$ cat src/common/mips_pkg.sv
package mips_pkg;

	localparam int XLEN   = 32; // data and address width
	localparam int REG_AW = 5;

	typedef logic [REG_AW-1:0] reg_addr_t;

	// register-format fields, msb first
	typedef struct packed {
		logic [5:0] op;
		reg_addr_t  rs;
		reg_addr_t  rt;
		reg_addr_t  rd;
		logic [4:0] sa;
		logic [5:0] func;
	} r_form_t;

	// immediate format, rs/rt/imm16 also carry the jump target
	typedef struct packed {
		logic [5:0]  op;
		reg_addr_t   rs;
		reg_addr_t   rt;
		logic [15:0] imm16;
	} i_form_t;

	typedef union packed {
		r_form_t r;
		i_form_t i;
	} instr_u;

	// major opcodes
	localparam logic [5:0] OP_SPECIAL = 6'h00;
	localparam logic [5:0] OP_J       = 6'h02;
	localparam logic [5:0] OP_BEQ     = 6'h04;
	localparam logic [5:0] OP_BNE     = 6'h05;
	localparam logic [5:0] OP_ADDIU   = 6'h09;
	localparam logic [5:0] OP_SLTI    = 6'h0a;
	localparam logic [5:0] OP_SLTIU   = 6'h0b;
	localparam logic [5:0] OP_ANDI    = 6'h0c;
	localparam logic [5:0] OP_ORI     = 6'h0d;
	localparam logic [5:0] OP_XORI    = 6'h0e;
	localparam logic [5:0] OP_LUI     = 6'h0f;
	localparam logic [5:0] OP_LW      = 6'h23;
	localparam logic [5:0] OP_SW      = 6'h2b;

	// func field under SPECIAL
	localparam logic [5:0] FN_SLL  = 6'h00;
	localparam logic [5:0] FN_SRL  = 6'h02;
	localparam logic [5:0] FN_SRA  = 6'h03;
	localparam logic [5:0] FN_JR   = 6'h08;
	localparam logic [5:0] FN_ADDU = 6'h21;
	localparam logic [5:0] FN_SUBU = 6'h23;
	localparam logic [5:0] FN_AND  = 6'h24;
	localparam logic [5:0] FN_OR   = 6'h25;
	localparam logic [5:0] FN_XOR  = 6'h26;
	localparam logic [5:0] FN_NOR  = 6'h27;
	localparam logic [5:0] FN_SLT  = 6'h2a;
	localparam logic [5:0] FN_SLTU = 6'h2b;

	typedef enum logic [3:0] {
		ALU_AND, ALU_OR, ALU_ADD, ALU_SUB,
		ALU_SLT, ALU_SLTU, ALU_NOR, ALU_XOR,
		ALU_SLL, ALU_SRL, ALU_SRA, ALU_LUI
	} alu_op_e;

	typedef struct packed {
		logic [XLEN-1:0] pc;
		logic [XLEN-1:0] operand_a;
		logic [XLEN-1:0] operand_b;
		logic [XLEN-1:0] store_data; // rt value for SW
		alu_op_e         alu_op;
		logic            mem_en;
		logic            mem_we;
		logic            reg_we;
		reg_addr_t       waddr;
		logic            is_load;
	} dec_exe_t;

	typedef struct packed {
		logic [XLEN-1:0] pc;
		logic [XLEN-1:0] alu_result;
		logic            reg_we;
		reg_addr_t       waddr;
		logic            is_load;
	} exe_res_t;

	// one bypass source seen by decode
	typedef struct packed {
		logic            valid;
		logic            reg_we;
		logic            is_load;
		reg_addr_t       waddr;
		logic [XLEN-1:0] wdata;
	} fwd_t;

endpackage

$ cat src/rtl/regfile.sv
`timescale 1ns/1ps

module regfile import mips_pkg::*; (
	input  logic            clk,
	input  logic            rst,
	input  reg_addr_t       raddr1,
	input  reg_addr_t       raddr2,
	input  reg_addr_t       waddr,
	input  logic            we,
	input  logic [XLEN-1:0] wdata,
	output logic [XLEN-1:0] rdata1,
	output logic [XLEN-1:0] rdata2
);

	logic [XLEN-1:0] regs [32];

	// entry 0 cleared on reset and never written again
	always_ff @(posedge clk) begin
		if (rst) begin
			for (int i = 0; i < 32; i++)
				regs[i] <= '0;
		end else if (we && waddr != '0) begin
			regs[waddr] <= wdata;
		end
	end

	// plain read, same-cycle write shows up next cycle
	assign rdata1 = regs[raddr1];
	assign rdata2 = regs[raddr2];

endmodule

$ cat src/rtl/alu.sv
`timescale 1ns/1ps

module alu import mips_pkg::*; (
	input  logic [XLEN-1:0] a,
	input  logic [XLEN-1:0] b,
	input  alu_op_e         op,
	output logic [XLEN-1:0] result
);

	logic [XLEN-1:0] diff;
	logic            lt_signed;
	logic            lt_unsigned;
	logic [4:0]      shamt;

	assign diff        = a - b;
	assign shamt       = b[4:0]; // shifts move a, count in b
	// signs differ -> a negative means smaller, else look at the difference
	assign lt_signed   = (a[XLEN-1] != b[XLEN-1]) ? a[XLEN-1] : diff[XLEN-1];
	assign lt_unsigned = a < b;

	always_comb begin
		case (op)
			ALU_AND:  result = a & b;
			ALU_OR:   result = a | b;
			ALU_ADD:  result = a + b;
			ALU_SUB:  result = diff;
			ALU_SLT:  result = {{(XLEN-1){1'b0}}, lt_signed};
			ALU_SLTU: result = {{(XLEN-1){1'b0}}, lt_unsigned};
			ALU_NOR:  result = ~(a | b);
			ALU_XOR:  result = a ^ b;
			ALU_SLL:  result = a << shamt;
			ALU_SRL:  result = a >> shamt;
			ALU_SRA:  result = $signed(a) >>> shamt; // sign fill
			ALU_LUI:  result = {b[15:0], 16'h0000};
			default:  result = a + b;
		endcase
	end

endmodule

$ cat src/core/decode_stage.sv
`timescale 1ns/1ps

module decode_stage import mips_pkg::*; #(
	parameter logic [XLEN-1:0] RESET_PC = 32'hbfc00000
) (
	input  logic            clk,
	input  logic            rst,
	input  logic [XLEN-1:0] inst_rdata,
	input  logic [XLEN-1:0] rdata1,
	input  logic [XLEN-1:0] rdata2,
	input  fwd_t            exe_fwd,
	input  fwd_t            mem_fwd,
	input  fwd_t            wb_fwd,
	output logic [XLEN-1:0] inst_addr,
	output reg_addr_t       raddr1,
	output reg_addr_t       raddr2,
	output dec_exe_t        dec_out,
	output logic            dec_valid
);

	logic [XLEN-1:0] pc;        // address sent last cycle, its word is on inst_rdata
	logic            fetch_vld; // inst_rdata holds a real fetch
	logic [XLEN-1:0] dec_pc;
	instr_u          dec_ins;
	logic            dec_vld;
	logic            stall;
	logic [XLEN-1:0] rs_val;
	logic [XLEN-1:0] rt_val;
	logic [XLEN-1:0] imm_sext;
	logic [XLEN-1:0] imm_zext;
	logic [XLEN-1:0] sa_ext;
	logic [XLEN-1:0] pc_plus4;
	logic [XLEN-1:0] next_pc;
	logic            is_special;
	logic            is_shift;
	logic            is_jr;
	logic            is_j;
	logic            take_br;

	function automatic logic fwd_hit(fwd_t f, reg_addr_t r);
		return f.valid && f.reg_we && !f.is_load && f.waddr == r && r != '0;
	endfunction

	// newest producer wins
	function automatic logic [XLEN-1:0] fwd_val(fwd_t e, fwd_t m, fwd_t w, reg_addr_t r,
			logic [XLEN-1:0] rf_val);
		if (fwd_hit(e, r))
			return e.wdata;
		else if (fwd_hit(m, r))
			return m.wdata;
		else if (fwd_hit(w, r))
			return w.wdata;
		return rf_val;
	endfunction

	function automatic logic load_hit(fwd_t f, reg_addr_t a, reg_addr_t b);
		return f.valid && f.is_load && (f.waddr == a || f.waddr == b);
	endfunction

	always_ff @(posedge clk) begin
		if (rst) begin
			pc        <= RESET_PC;
			fetch_vld <= 1'b0;
			dec_vld   <= 1'b0;
		end else begin
			fetch_vld <= 1'b1;
			if (!stall) begin
				dec_vld <= fetch_vld;
				if (fetch_vld)
					pc <= next_pc;
			end
		end
	end

	// decode payload, held through a stall
	always_ff @(posedge clk) begin
		if (!stall) begin
			dec_pc  <= pc;
			dec_ins <= inst_rdata;
		end
	end

	assign raddr1   = dec_ins.r.rs;
	assign raddr2   = dec_ins.r.rt;
	assign rs_val   = fwd_val(exe_fwd, mem_fwd, wb_fwd, dec_ins.r.rs, rdata1);
	assign rt_val   = fwd_val(exe_fwd, mem_fwd, wb_fwd, dec_ins.r.rt, rdata2);
	assign imm_sext = {{16{dec_ins.i.imm16[15]}}, dec_ins.i.imm16};
	assign imm_zext = {16'h0000, dec_ins.i.imm16};
	assign sa_ext   = {{(XLEN-5){1'b0}}, dec_ins.r.sa};
	assign pc_plus4 = dec_pc + XLEN'(4); // delay slot address

	assign is_special = dec_ins.r.op == OP_SPECIAL;
	assign is_shift   = is_special && dec_ins.r.func inside {FN_SLL, FN_SRL, FN_SRA};
	assign is_jr      = is_special && dec_ins.r.func == FN_JR;
	assign is_j       = dec_ins.i.op == OP_J;
	assign take_br    = (dec_ins.i.op == OP_BEQ && rs_val == rt_val) ||
		(dec_ins.i.op == OP_BNE && rs_val != rt_val);

	// load still in flight for rs or rt, wait until it reaches the regfile
	assign stall = dec_vld && (load_hit(exe_fwd, dec_ins.r.rs, dec_ins.r.rt) ||
		load_hit(mem_fwd, dec_ins.r.rs, dec_ins.r.rt) ||
		load_hit(wb_fwd, dec_ins.r.rs, dec_ins.r.rt));

	assign dec_valid = dec_vld && !stall;

	// fetch already has the delay slot, so redirect the one after it
	always_comb begin
		next_pc = pc + XLEN'(4);
		if (dec_vld) begin
			if (is_j)
				next_pc = {pc_plus4[XLEN-1:28], dec_ins.i.rs, dec_ins.i.rt,
					dec_ins.i.imm16, 2'b00};
			else if (is_jr)
				next_pc = rs_val;
			else if (take_br)
				next_pc = pc_plus4 + {imm_sext[XLEN-3:0], 2'b00};
		end
	end

	assign inst_addr = (fetch_vld && !stall) ? next_pc : pc; // replay word on stall

	always_comb begin
		dec_out            = '0;
		dec_out.pc         = dec_pc;
		dec_out.operand_a  = rs_val;
		dec_out.operand_b  = imm_sext;
		dec_out.store_data = rt_val;
		dec_out.alu_op     = ALU_ADD;
		dec_out.waddr      = dec_ins.i.rt; // immediate forms write rt
		case (dec_ins.r.op)
			OP_SPECIAL: begin
				dec_out.operand_b = rt_val;
				dec_out.waddr     = dec_ins.r.rd;
				dec_out.reg_we    = 1'b1;
				case (dec_ins.r.func)
					FN_ADDU: dec_out.alu_op = ALU_ADD;
					FN_SUBU: dec_out.alu_op = ALU_SUB;
					FN_AND:  dec_out.alu_op = ALU_AND;
					FN_OR:   dec_out.alu_op = ALU_OR;
					FN_XOR:  dec_out.alu_op = ALU_XOR;
					FN_NOR:  dec_out.alu_op = ALU_NOR;
					FN_SLT:  dec_out.alu_op = ALU_SLT;
					FN_SLTU: dec_out.alu_op = ALU_SLTU;
					FN_SLL:  dec_out.alu_op = ALU_SLL;
					FN_SRL:  dec_out.alu_op = ALU_SRL;
					FN_SRA:  dec_out.alu_op = ALU_SRA;
					default: dec_out.reg_we = 1'b0; // JR and anything unknown
				endcase
				if (is_shift) begin
					dec_out.operand_a = rt_val; // value to shift
					dec_out.operand_b = sa_ext;
				end
			end
			OP_ADDIU: dec_out.reg_we = 1'b1;
			OP_SLTI: begin
				dec_out.alu_op = ALU_SLT;
				dec_out.reg_we = 1'b1;
			end
			OP_SLTIU: begin
				dec_out.alu_op = ALU_SLTU; // sign-extended imm, unsigned compare
				dec_out.reg_we = 1'b1;
			end
			OP_ANDI, OP_ORI, OP_XORI, OP_LUI: begin
				dec_out.operand_b = imm_zext;
				dec_out.reg_we    = 1'b1;
				case (dec_ins.i.op)
					OP_ANDI: dec_out.alu_op = ALU_AND;
					OP_ORI:  dec_out.alu_op = ALU_OR;
					OP_XORI: dec_out.alu_op = ALU_XOR;
					default: dec_out.alu_op = ALU_LUI;
				endcase
			end
			OP_LW: begin
				dec_out.mem_en  = 1'b1;
				dec_out.reg_we  = 1'b1;
				dec_out.is_load = 1'b1;
			end
			OP_SW: begin
				dec_out.mem_en = 1'b1;
				dec_out.mem_we = 1'b1;
			end
			default: ; // branches, J, unknown
		endcase
	end

endmodule

$ cat src/core/execute_stage.sv
`timescale 1ns/1ps

module execute_stage import mips_pkg::*; (
	input  logic            clk,
	input  logic            rst,
	input  dec_exe_t        dec_in,
	input  logic            dec_valid,
	output exe_res_t        exe_out,
	output logic            exe_valid,
	output fwd_t            exe_fwd,
	output logic            data_sram_en,
	output logic [3:0]      data_sram_wen,
	output logic [XLEN-1:0] data_sram_addr,
	output logic [XLEN-1:0] data_sram_wdata
);

	dec_exe_t        ex_q;
	logic            ex_vld;
	logic [XLEN-1:0] alu_result;

	always_ff @(posedge clk) begin
		if (rst)
			ex_vld <= 1'b0;
		else
			ex_vld <= dec_valid;
	end

	// nothing downstream ever stalls, so load every cycle
	always_ff @(posedge clk) begin
		ex_q <= dec_in;
	end

	alu u_alu (
		.a      (ex_q.operand_a),
		.b      (ex_q.operand_b),
		.op     (ex_q.alu_op),
		.result (alu_result)
	);

	// address is rs + offset from the adder
	assign data_sram_en    = ex_vld && ex_q.mem_en;
	assign data_sram_wen   = {4{ex_vld && ex_q.mem_we}}; // word stores only
	assign data_sram_addr  = alu_result;
	assign data_sram_wdata = ex_q.store_data;

	assign exe_valid = ex_vld;
	assign exe_out   = '{
		pc:         ex_q.pc,
		alu_result: alu_result,
		reg_we:     ex_q.reg_we,
		waddr:      ex_q.waddr,
		is_load:    ex_q.is_load
	};

	// load result not known yet, decode sees is_load and waits
	assign exe_fwd = '{
		valid:   ex_vld,
		reg_we:  ex_q.reg_we,
		is_load: ex_q.is_load,
		waddr:   ex_q.waddr,
		wdata:   alu_result
	};

endmodule

$ cat src/core/result_stage.sv
`timescale 1ns/1ps

module result_stage import mips_pkg::*; (
	input  logic            clk,
	input  logic            rst,
	input  exe_res_t        exe_in,
	input  logic            exe_valid,
	input  logic [XLEN-1:0] data_sram_rdata,
	output fwd_t            mem_fwd,
	output fwd_t            wb_fwd,
	output logic            rf_we,
	output reg_addr_t       rf_waddr,
	output logic [XLEN-1:0] rf_wdata,
	output logic [XLEN-1:0] debug_wb_pc,
	output logic [3:0]      debug_wb_rf_wen,
	output reg_addr_t       debug_wb_rf_wnum,
	output logic [XLEN-1:0] debug_wb_rf_wdata
);

	exe_res_t        mem_q;
	exe_res_t        wb_q;      // alu_result here is the final write data
	logic            mem_vld;
	logic            wb_vld;
	logic [XLEN-1:0] mem_wdata;

	always_ff @(posedge clk) begin
		if (rst) begin
			mem_vld <= 1'b0;
			wb_vld  <= 1'b0;
		end else begin
			mem_vld <= exe_valid;
			wb_vld  <= mem_vld;
		end
	end

	// sram word arrives while the load sits here
	assign mem_wdata = mem_q.is_load ? data_sram_rdata : mem_q.alu_result;

	always_ff @(posedge clk) begin
		mem_q <= exe_in;
		wb_q  <= '{
			pc:         mem_q.pc,
			alu_result: mem_wdata,
			reg_we:     mem_q.reg_we,
			waddr:      mem_q.waddr,
			is_load:    mem_q.is_load
		};
	end

	assign mem_fwd = '{
		valid:   mem_vld,
		reg_we:  mem_q.reg_we,
		is_load: mem_q.is_load,
		waddr:   mem_q.waddr,
		wdata:   mem_q.alu_result
	};
	// loads stay flagged here too, regfile write lands at the end of this cycle
	assign wb_fwd = '{
		valid:   wb_vld,
		reg_we:  wb_q.reg_we,
		is_load: wb_q.is_load,
		waddr:   wb_q.waddr,
		wdata:   wb_q.alu_result
	};

	assign rf_we             = wb_vld && wb_q.reg_we;
	assign rf_waddr          = wb_q.waddr;
	assign rf_wdata          = wb_q.alu_result;
	assign debug_wb_pc       = wb_q.pc;
	assign debug_wb_rf_wen   = {4{rf_we}};
	assign debug_wb_rf_wnum  = wb_q.waddr;
	assign debug_wb_rf_wdata = wb_q.alu_result;

endmodule

$ cat src/core/mips_core.sv
`timescale 1ns/1ps

module mips_core import mips_pkg::*; #(
	parameter logic [XLEN-1:0] RESET_PC = 32'hbfc00000
) (
	input  logic            clk,
	input  logic            rst,
	output logic            inst_sram_en,
	output logic [3:0]      inst_sram_wen,
	output logic [XLEN-1:0] inst_sram_addr,
	output logic [XLEN-1:0] inst_sram_wdata,
	input  logic [XLEN-1:0] inst_sram_rdata,
	output logic            data_sram_en,
	output logic [3:0]      data_sram_wen,
	output logic [XLEN-1:0] data_sram_addr,
	output logic [XLEN-1:0] data_sram_wdata,
	input  logic [XLEN-1:0] data_sram_rdata,
	output logic [XLEN-1:0] debug_wb_pc,
	output logic [3:0]      debug_wb_rf_wen,
	output reg_addr_t       debug_wb_rf_wnum,
	output logic [XLEN-1:0] debug_wb_rf_wdata
);

	dec_exe_t        dec_bus;
	logic            dec_valid;
	exe_res_t        exe_bus;
	logic            exe_valid;
	fwd_t            exe_fwd;
	fwd_t            mem_fwd;
	fwd_t            wb_fwd;
	reg_addr_t       raddr1;
	reg_addr_t       raddr2;
	reg_addr_t       rf_waddr;
	logic            rf_we;
	logic [XLEN-1:0] rdata1;
	logic [XLEN-1:0] rdata2;
	logic [XLEN-1:0] rf_wdata;

	// instruction port is read-only
	assign inst_sram_en    = 1'b1;
	assign inst_sram_wen   = 4'b0000;
	assign inst_sram_wdata = '0;

	decode_stage #(
		.RESET_PC (RESET_PC)
	) u_decode (
		.clk        (clk),
		.rst        (rst),
		.inst_rdata (inst_sram_rdata),
		.rdata1     (rdata1),
		.rdata2     (rdata2),
		.exe_fwd    (exe_fwd),
		.mem_fwd    (mem_fwd),
		.wb_fwd     (wb_fwd),
		.inst_addr  (inst_sram_addr),
		.raddr1     (raddr1),
		.raddr2     (raddr2),
		.dec_out    (dec_bus),
		.dec_valid  (dec_valid)
	);

	execute_stage u_execute (
		.clk             (clk),
		.rst             (rst),
		.dec_in          (dec_bus),
		.dec_valid       (dec_valid),
		.exe_out         (exe_bus),
		.exe_valid       (exe_valid),
		.exe_fwd         (exe_fwd),
		.data_sram_en    (data_sram_en),
		.data_sram_wen   (data_sram_wen),
		.data_sram_addr  (data_sram_addr),
		.data_sram_wdata (data_sram_wdata)
	);

	result_stage u_result (
		.clk               (clk),
		.rst               (rst),
		.exe_in            (exe_bus),
		.exe_valid         (exe_valid),
		.data_sram_rdata   (data_sram_rdata),
		.mem_fwd           (mem_fwd),
		.wb_fwd            (wb_fwd),
		.rf_we             (rf_we),
		.rf_waddr          (rf_waddr),
		.rf_wdata          (rf_wdata),
		.debug_wb_pc       (debug_wb_pc),
		.debug_wb_rf_wen   (debug_wb_rf_wen),
		.debug_wb_rf_wnum  (debug_wb_rf_wnum),
		.debug_wb_rf_wdata (debug_wb_rf_wdata)
	);

	regfile u_regfile (
		.clk    (clk),
		.rst    (rst),
		.raddr1 (raddr1),
		.raddr2 (raddr2),
		.waddr  (rf_waddr),
		.we     (rf_we),
		.wdata  (rf_wdata),
		.rdata1 (rdata1),
		.rdata2 (rdata2)
	);

endmodule

$ cat config.mk
export PLATFORM = sky130hd
export DESIGN_NAME = mips_core
export DESIGN_NICKNAME = d
export VERILOG_FILES = /design/src/common/mips_pkg.sv /design/src/rtl/regfile.sv /design/src/rtl/alu.sv /design/src/core/decode_stage.sv /design/src/core/execute_stage.sv /design/src/core/result_stage.sv /design/src/core/mips_core.sv
export SDC_FILE = /design/constraint.sdc
export NUM_CORES = 2
export LEC_CHECK = 0
export BUFFER_PORTS_ARGS = -buffer_cell sky130_fd_sc_hd__buf_2
export CAP_MARGIN = 20
export CORE_MARGIN = 8
export CORE_UTILIZATION = 34
export CTS_CLUSTER_SIZE = 24
export DETAILED_ROUTE_END_ITERATION = 10
export GPL_TIMING_DRIVEN = 0
export PLACE_DENSITY_LB_ADDON = 0.2
export SLEW_MARGIN = 20
export SYNTH_ARGS = -nofsm -noshare
export SYNTH_HDL_FRONTEND = slang
export SYNTH_SLANG_ARGS = --single-unit
$ cat constraint.sdc
create_clock -name clk -period 7.34 [get_ports clk]
set_input_delay 1.101 -clock clk [delete_from_list [all_inputs] [get_ports clk]]
set_output_delay 1.101 -clock clk [all_outputs]
set_load 0.01 [all_outputs]
==> flow_metrics.py <==
metrics = {
    "critical_path": {
        "cp_slowest_cell": "nor2_1",
        "end_kind": "output port",
        "worstPathArrival_ns": 8.32,
        "cp_data_required_time_ns": 6.24,
        "cp_max_fo": 10,
        "crit_buf_inv": 5,
        "cp_top_family": "simple AND/OR/NAND/NOR gates",
        "path_class": "register to output port",
        "critPathMaxStageDelay_ns": 0.96,
        "cp_cell_sequence": "clkbuf_1 > inv_1 > nor2_1 > nand4_1 > and4_1 > o21ai_0 > or4_1 > o221ai_1 > nor4_1 > and4_1 > o2111ai_1 > a2111o_1 > nor4_2 > nand2_4 > mux2i_4 > buf_12 > buf_6 > mux2i_2 > a221oi_2 > a211oi_2 > buf_2",
        "path_common_cell": "and4_1",
        "startpoint_type": "register",
    },
    "clocking": {
        "cts_sinks": 1418,
        "insertion_delay_ns": 0.87,
        "clockRootBuffer": "clkbuf_16",
        "cts_tree": "built",
        "numCtsBuffers": 162,
        "clk_pin_slew_ns": 0.06,
        "hold_buffers": 0,
        "clock_path_buffers": 3,
        "htree_levels": 4,
    },
    "cells_and_area": {
        "n_fill_cell": 23460,
        "nNetsFinal": 7949,
        "layout_common_cells": "edfxtp_1, and2_1, mux4_2",
        "stdcell_count": 11220,
        "area_growth_pct": 19.70,
        "drive_above_1_share": 0.2554,
        "final_common_cell": "edfxtp_1",
        "seq_area_um2": 39330,
        "multi_input_area_um2": 42160,
        "fin_util": 0.4096,
        "finalInstanceArea_um2": 100800,
    },
    "power": {
        "combPwrFrac": 0.240,
        "p_clk_frac": 0.349,
        "p_leak_nw": 37.79,
        "power_density_nw_per_um2": 239.3,
        "p_int_mw": 15.84,
        "switchingPower_mw": 8.293,
        "irDropWorstVdd_mv": 0.2326,
        "p_seq_frac": 0.411,
        "swShare": 0.3437,
    },
    "synth": {
        "synth-seq-cells": 1418,
        "synth_cell_types": 108,
        "async_flop_share": 0,
        "yosys.area.top_type_share": 0.3878,
        "yosysTopAreaCell": "edfxtp_1",
        "ys_warn_count": 0,
        "ys_seq_area_frac": 0.4663,
        "ys_top_cells_by_area": "edfxtp_1, mux4_2, dfxtp_1",
        "syn_area_um2": 84240,
        "synth_ff_type": "edfxtp_1",
        "netlist_instances": 7108,
        "synth_edf_count": 1088,
        "avgSynthCellArea_um2": 11.85,
    },
    "global_route": {
        "grt_most_used_layer": "met2",
        "met3_usage": 0.1112,
        "grt_max_degree": 48,
        "grtUsageTotal": 0.3306,
        "use_met1": 0.3937,
        "grt_use_met2": 0.4994,
        "overflow": 0,
        "antenna_found_initial": 55,
        "grt_pass1_vias": 67760,
        "grt_first_pass_wirelength_um": 601100,
    },
    "floorplanning": {
        "num_rows": 182,
        "die_area_um2": 263900,
        "start_util": 0.3422,
        "core_area_um2": 246200,
        "die_x_um": 513.8,
        "die_height_um": 513.8,
        "io_pins": 277,
    },
    "timing": {
        "hold_viol": 0,
        "drv_slew": 0,
        "skew_ns": 0.07751,
        "fin_crit_ns": 9.424,
        "rsz0062_at_grt": "true",
        "setup_ws_ns": -2.084,
        "setup_tns_ns": -60.95,
        "max_freq_ghz": 0.1061,
        "fin_crit_sh": 1.284,
        "slew_headroom": 0.1124,
        "tightestPinTransition_ns": 1.331,
        "setup_viol": 40,
    },
    "placed_design": {
        "io_buffers": 239,
        "place_ws_ns": -4.407,
        "dp.cells": 10840,
        "placedInstanceArea_um2": 93070,
        "dp_hpwl_um": 338600,
        "gp_congestion": 1.009,
    },
    "detailed_routing": {
        "post-route-drc-count": 0,
        "viasPerCell": 6.351,
        "vias": 71260,
        "drtAntennaViolNets": 0,
        "wirelength_um": 456300,
        "drt-initial-drc-count": 11120,
        "dr.pass1.iters": 8,
        "wire_per_inst_um": 40.67,
    },
    "outcome": {
        "violations": "setup timing",
        "status": "finished with violations",
    },
    "min_path": {
        "hold_class": "register to register",
    },
    "job": {
        "cap_violations": 0,
    },
}
-- kinds of logic after synthesis --
group	share of synthesized area
buffers and inverters	0.05487
and+or+nand+nor	0.1486
other	0.00008915
xor gates and xnor gates	0.01674
DFF	0.4663
muxes	0.1964
adders and majority gates	0.02053
AOI/OAI and AO/OA	0.09643
-- per-stage QoR --
| step | hold WS [ns] | power, mW |
|---|---|---|
| final | 0.2911 | 24.13 |
| after global routing | 0.2985 | 24.55 |
| after CTS | 0.2859 | 23.76 |
| after detailed placement | 0.3121 | 15.33 |
| after global placement | 0.3138 | 15.16 |
| after floorplan | 0.3096 | 12.49 |
-- worst register-to-register path, delay by kind of cell, from the launching register on --
kind            cells  cell delay, ns
compound gates      6            1.56
buf+inv             8            2.13
flops               1            0.31
mux                 2            0.36
simple gates        8            2.95
-- cell type report --
cell class	count	share of cell area
Sequential cell	1418	0.3900
Clock inverter	90	0.009554
Antenna cell	26	0.0006452
Clock buffer	208	0.04378
Multi-Input combinational cell	4818	0.4181
Tap cell	3312	0.04110
Buffer	770	0.04422
Inverter	163	0.006328
Timing Repair Buffer	415	0.04630
-- worst paths after layout --
check                        to                   from  cells past startpoint  slack [ns]
min          u_result.mem_q[49]  u_execute.exe_out[49]                      0        0.29
min reg2reg  u_result.mem_q[49]  u_execute.exe_out[49]                      0        0.29
max           inst_sram_addr[4]               register                     21       -2.08
max reg2reg     u_decode.pc[15]               register                     24       -0.13
-- timing repair --
action	CTS	global route
cloned	2	0
pin swaps	77	50
gates resized for setup	289	184
setup buffers	41	24
endpoints found under the setup margin	85	67
-- metal layers --
metal	part of all wire	wire length [um]
met5	0.00083	380
met1	0.36	162100
met4	0.090	40970
met3	0.12	55510
met2	0.43	197300
-- power by group through the flow --
stage	Combinational, mW	Clock (mW)	Sequential (mW)
2_1_floorplan	3.00	0	9.49
6_report	5.80	8.41	9.91
3_3_place_gp	5.10	0	10.1
5_1_grt	5.93	8.72	9.89
4_1_cts	5.49	8.44	9.83
3_5_place_dp	5.34	0	9.99
-- flip-flops by register name (all words and copies together), names as in the netlist, named ones only --
name                        flops
u_decode.fetch_vld              1
u_result.mem_vld                1
u_decode.dec_pc                32
u_decode.dec_vld                1
u_result.wb_vld                 1
u_execute.data_sram_wdata      32
u_result.debug_wb_rf_wnum       5
u_execute.ex_q                 70
u_result.mem_q                 32
u_execute.exe_out              32
u_result.debug_wb_rf_wdata     32
u_result.mem_fwd               39
u_execute.exe_fwd               7
u_execute.exe_valid             1
u_decode.pc                    32
u_regfile.regs               1024
u_result.wb_fwd                 2
u_result.debug_wb_pc           32
u_decode.dec_ins               32
-- cell usage after synthesis, types with 52 or more instances --
| cell type | n |
|---|---|
| nand2_1 | 353 |
| mux2_2 | 81 |
| buf_4 | 182 |
| mux4_2 | 564 |
| inv_1 | 156 |
| nor2_1 | 358 |
| buf_2 | 117 |
| xor2_1 | 53 |
| o21ai_0 | 264 |
| a22oi_1 | 73 |
| nand4_1 | 52 |
| clkbuf_1 | 403 |
| o22ai_1 | 86 |
| edfxtp_1 | 1088 |
| dfxtp_1 | 330 |
| ha_1 | 131 |
| nor3_1 | 134 |
| mux2i_1 | 283 |
| and2_1 | 992 |
| a21oi_1 | 275 |
| xnor2_1 | 108 |
| nand3_1 | 130 |
Note: power is estimated with default switching activity, not from simulation.
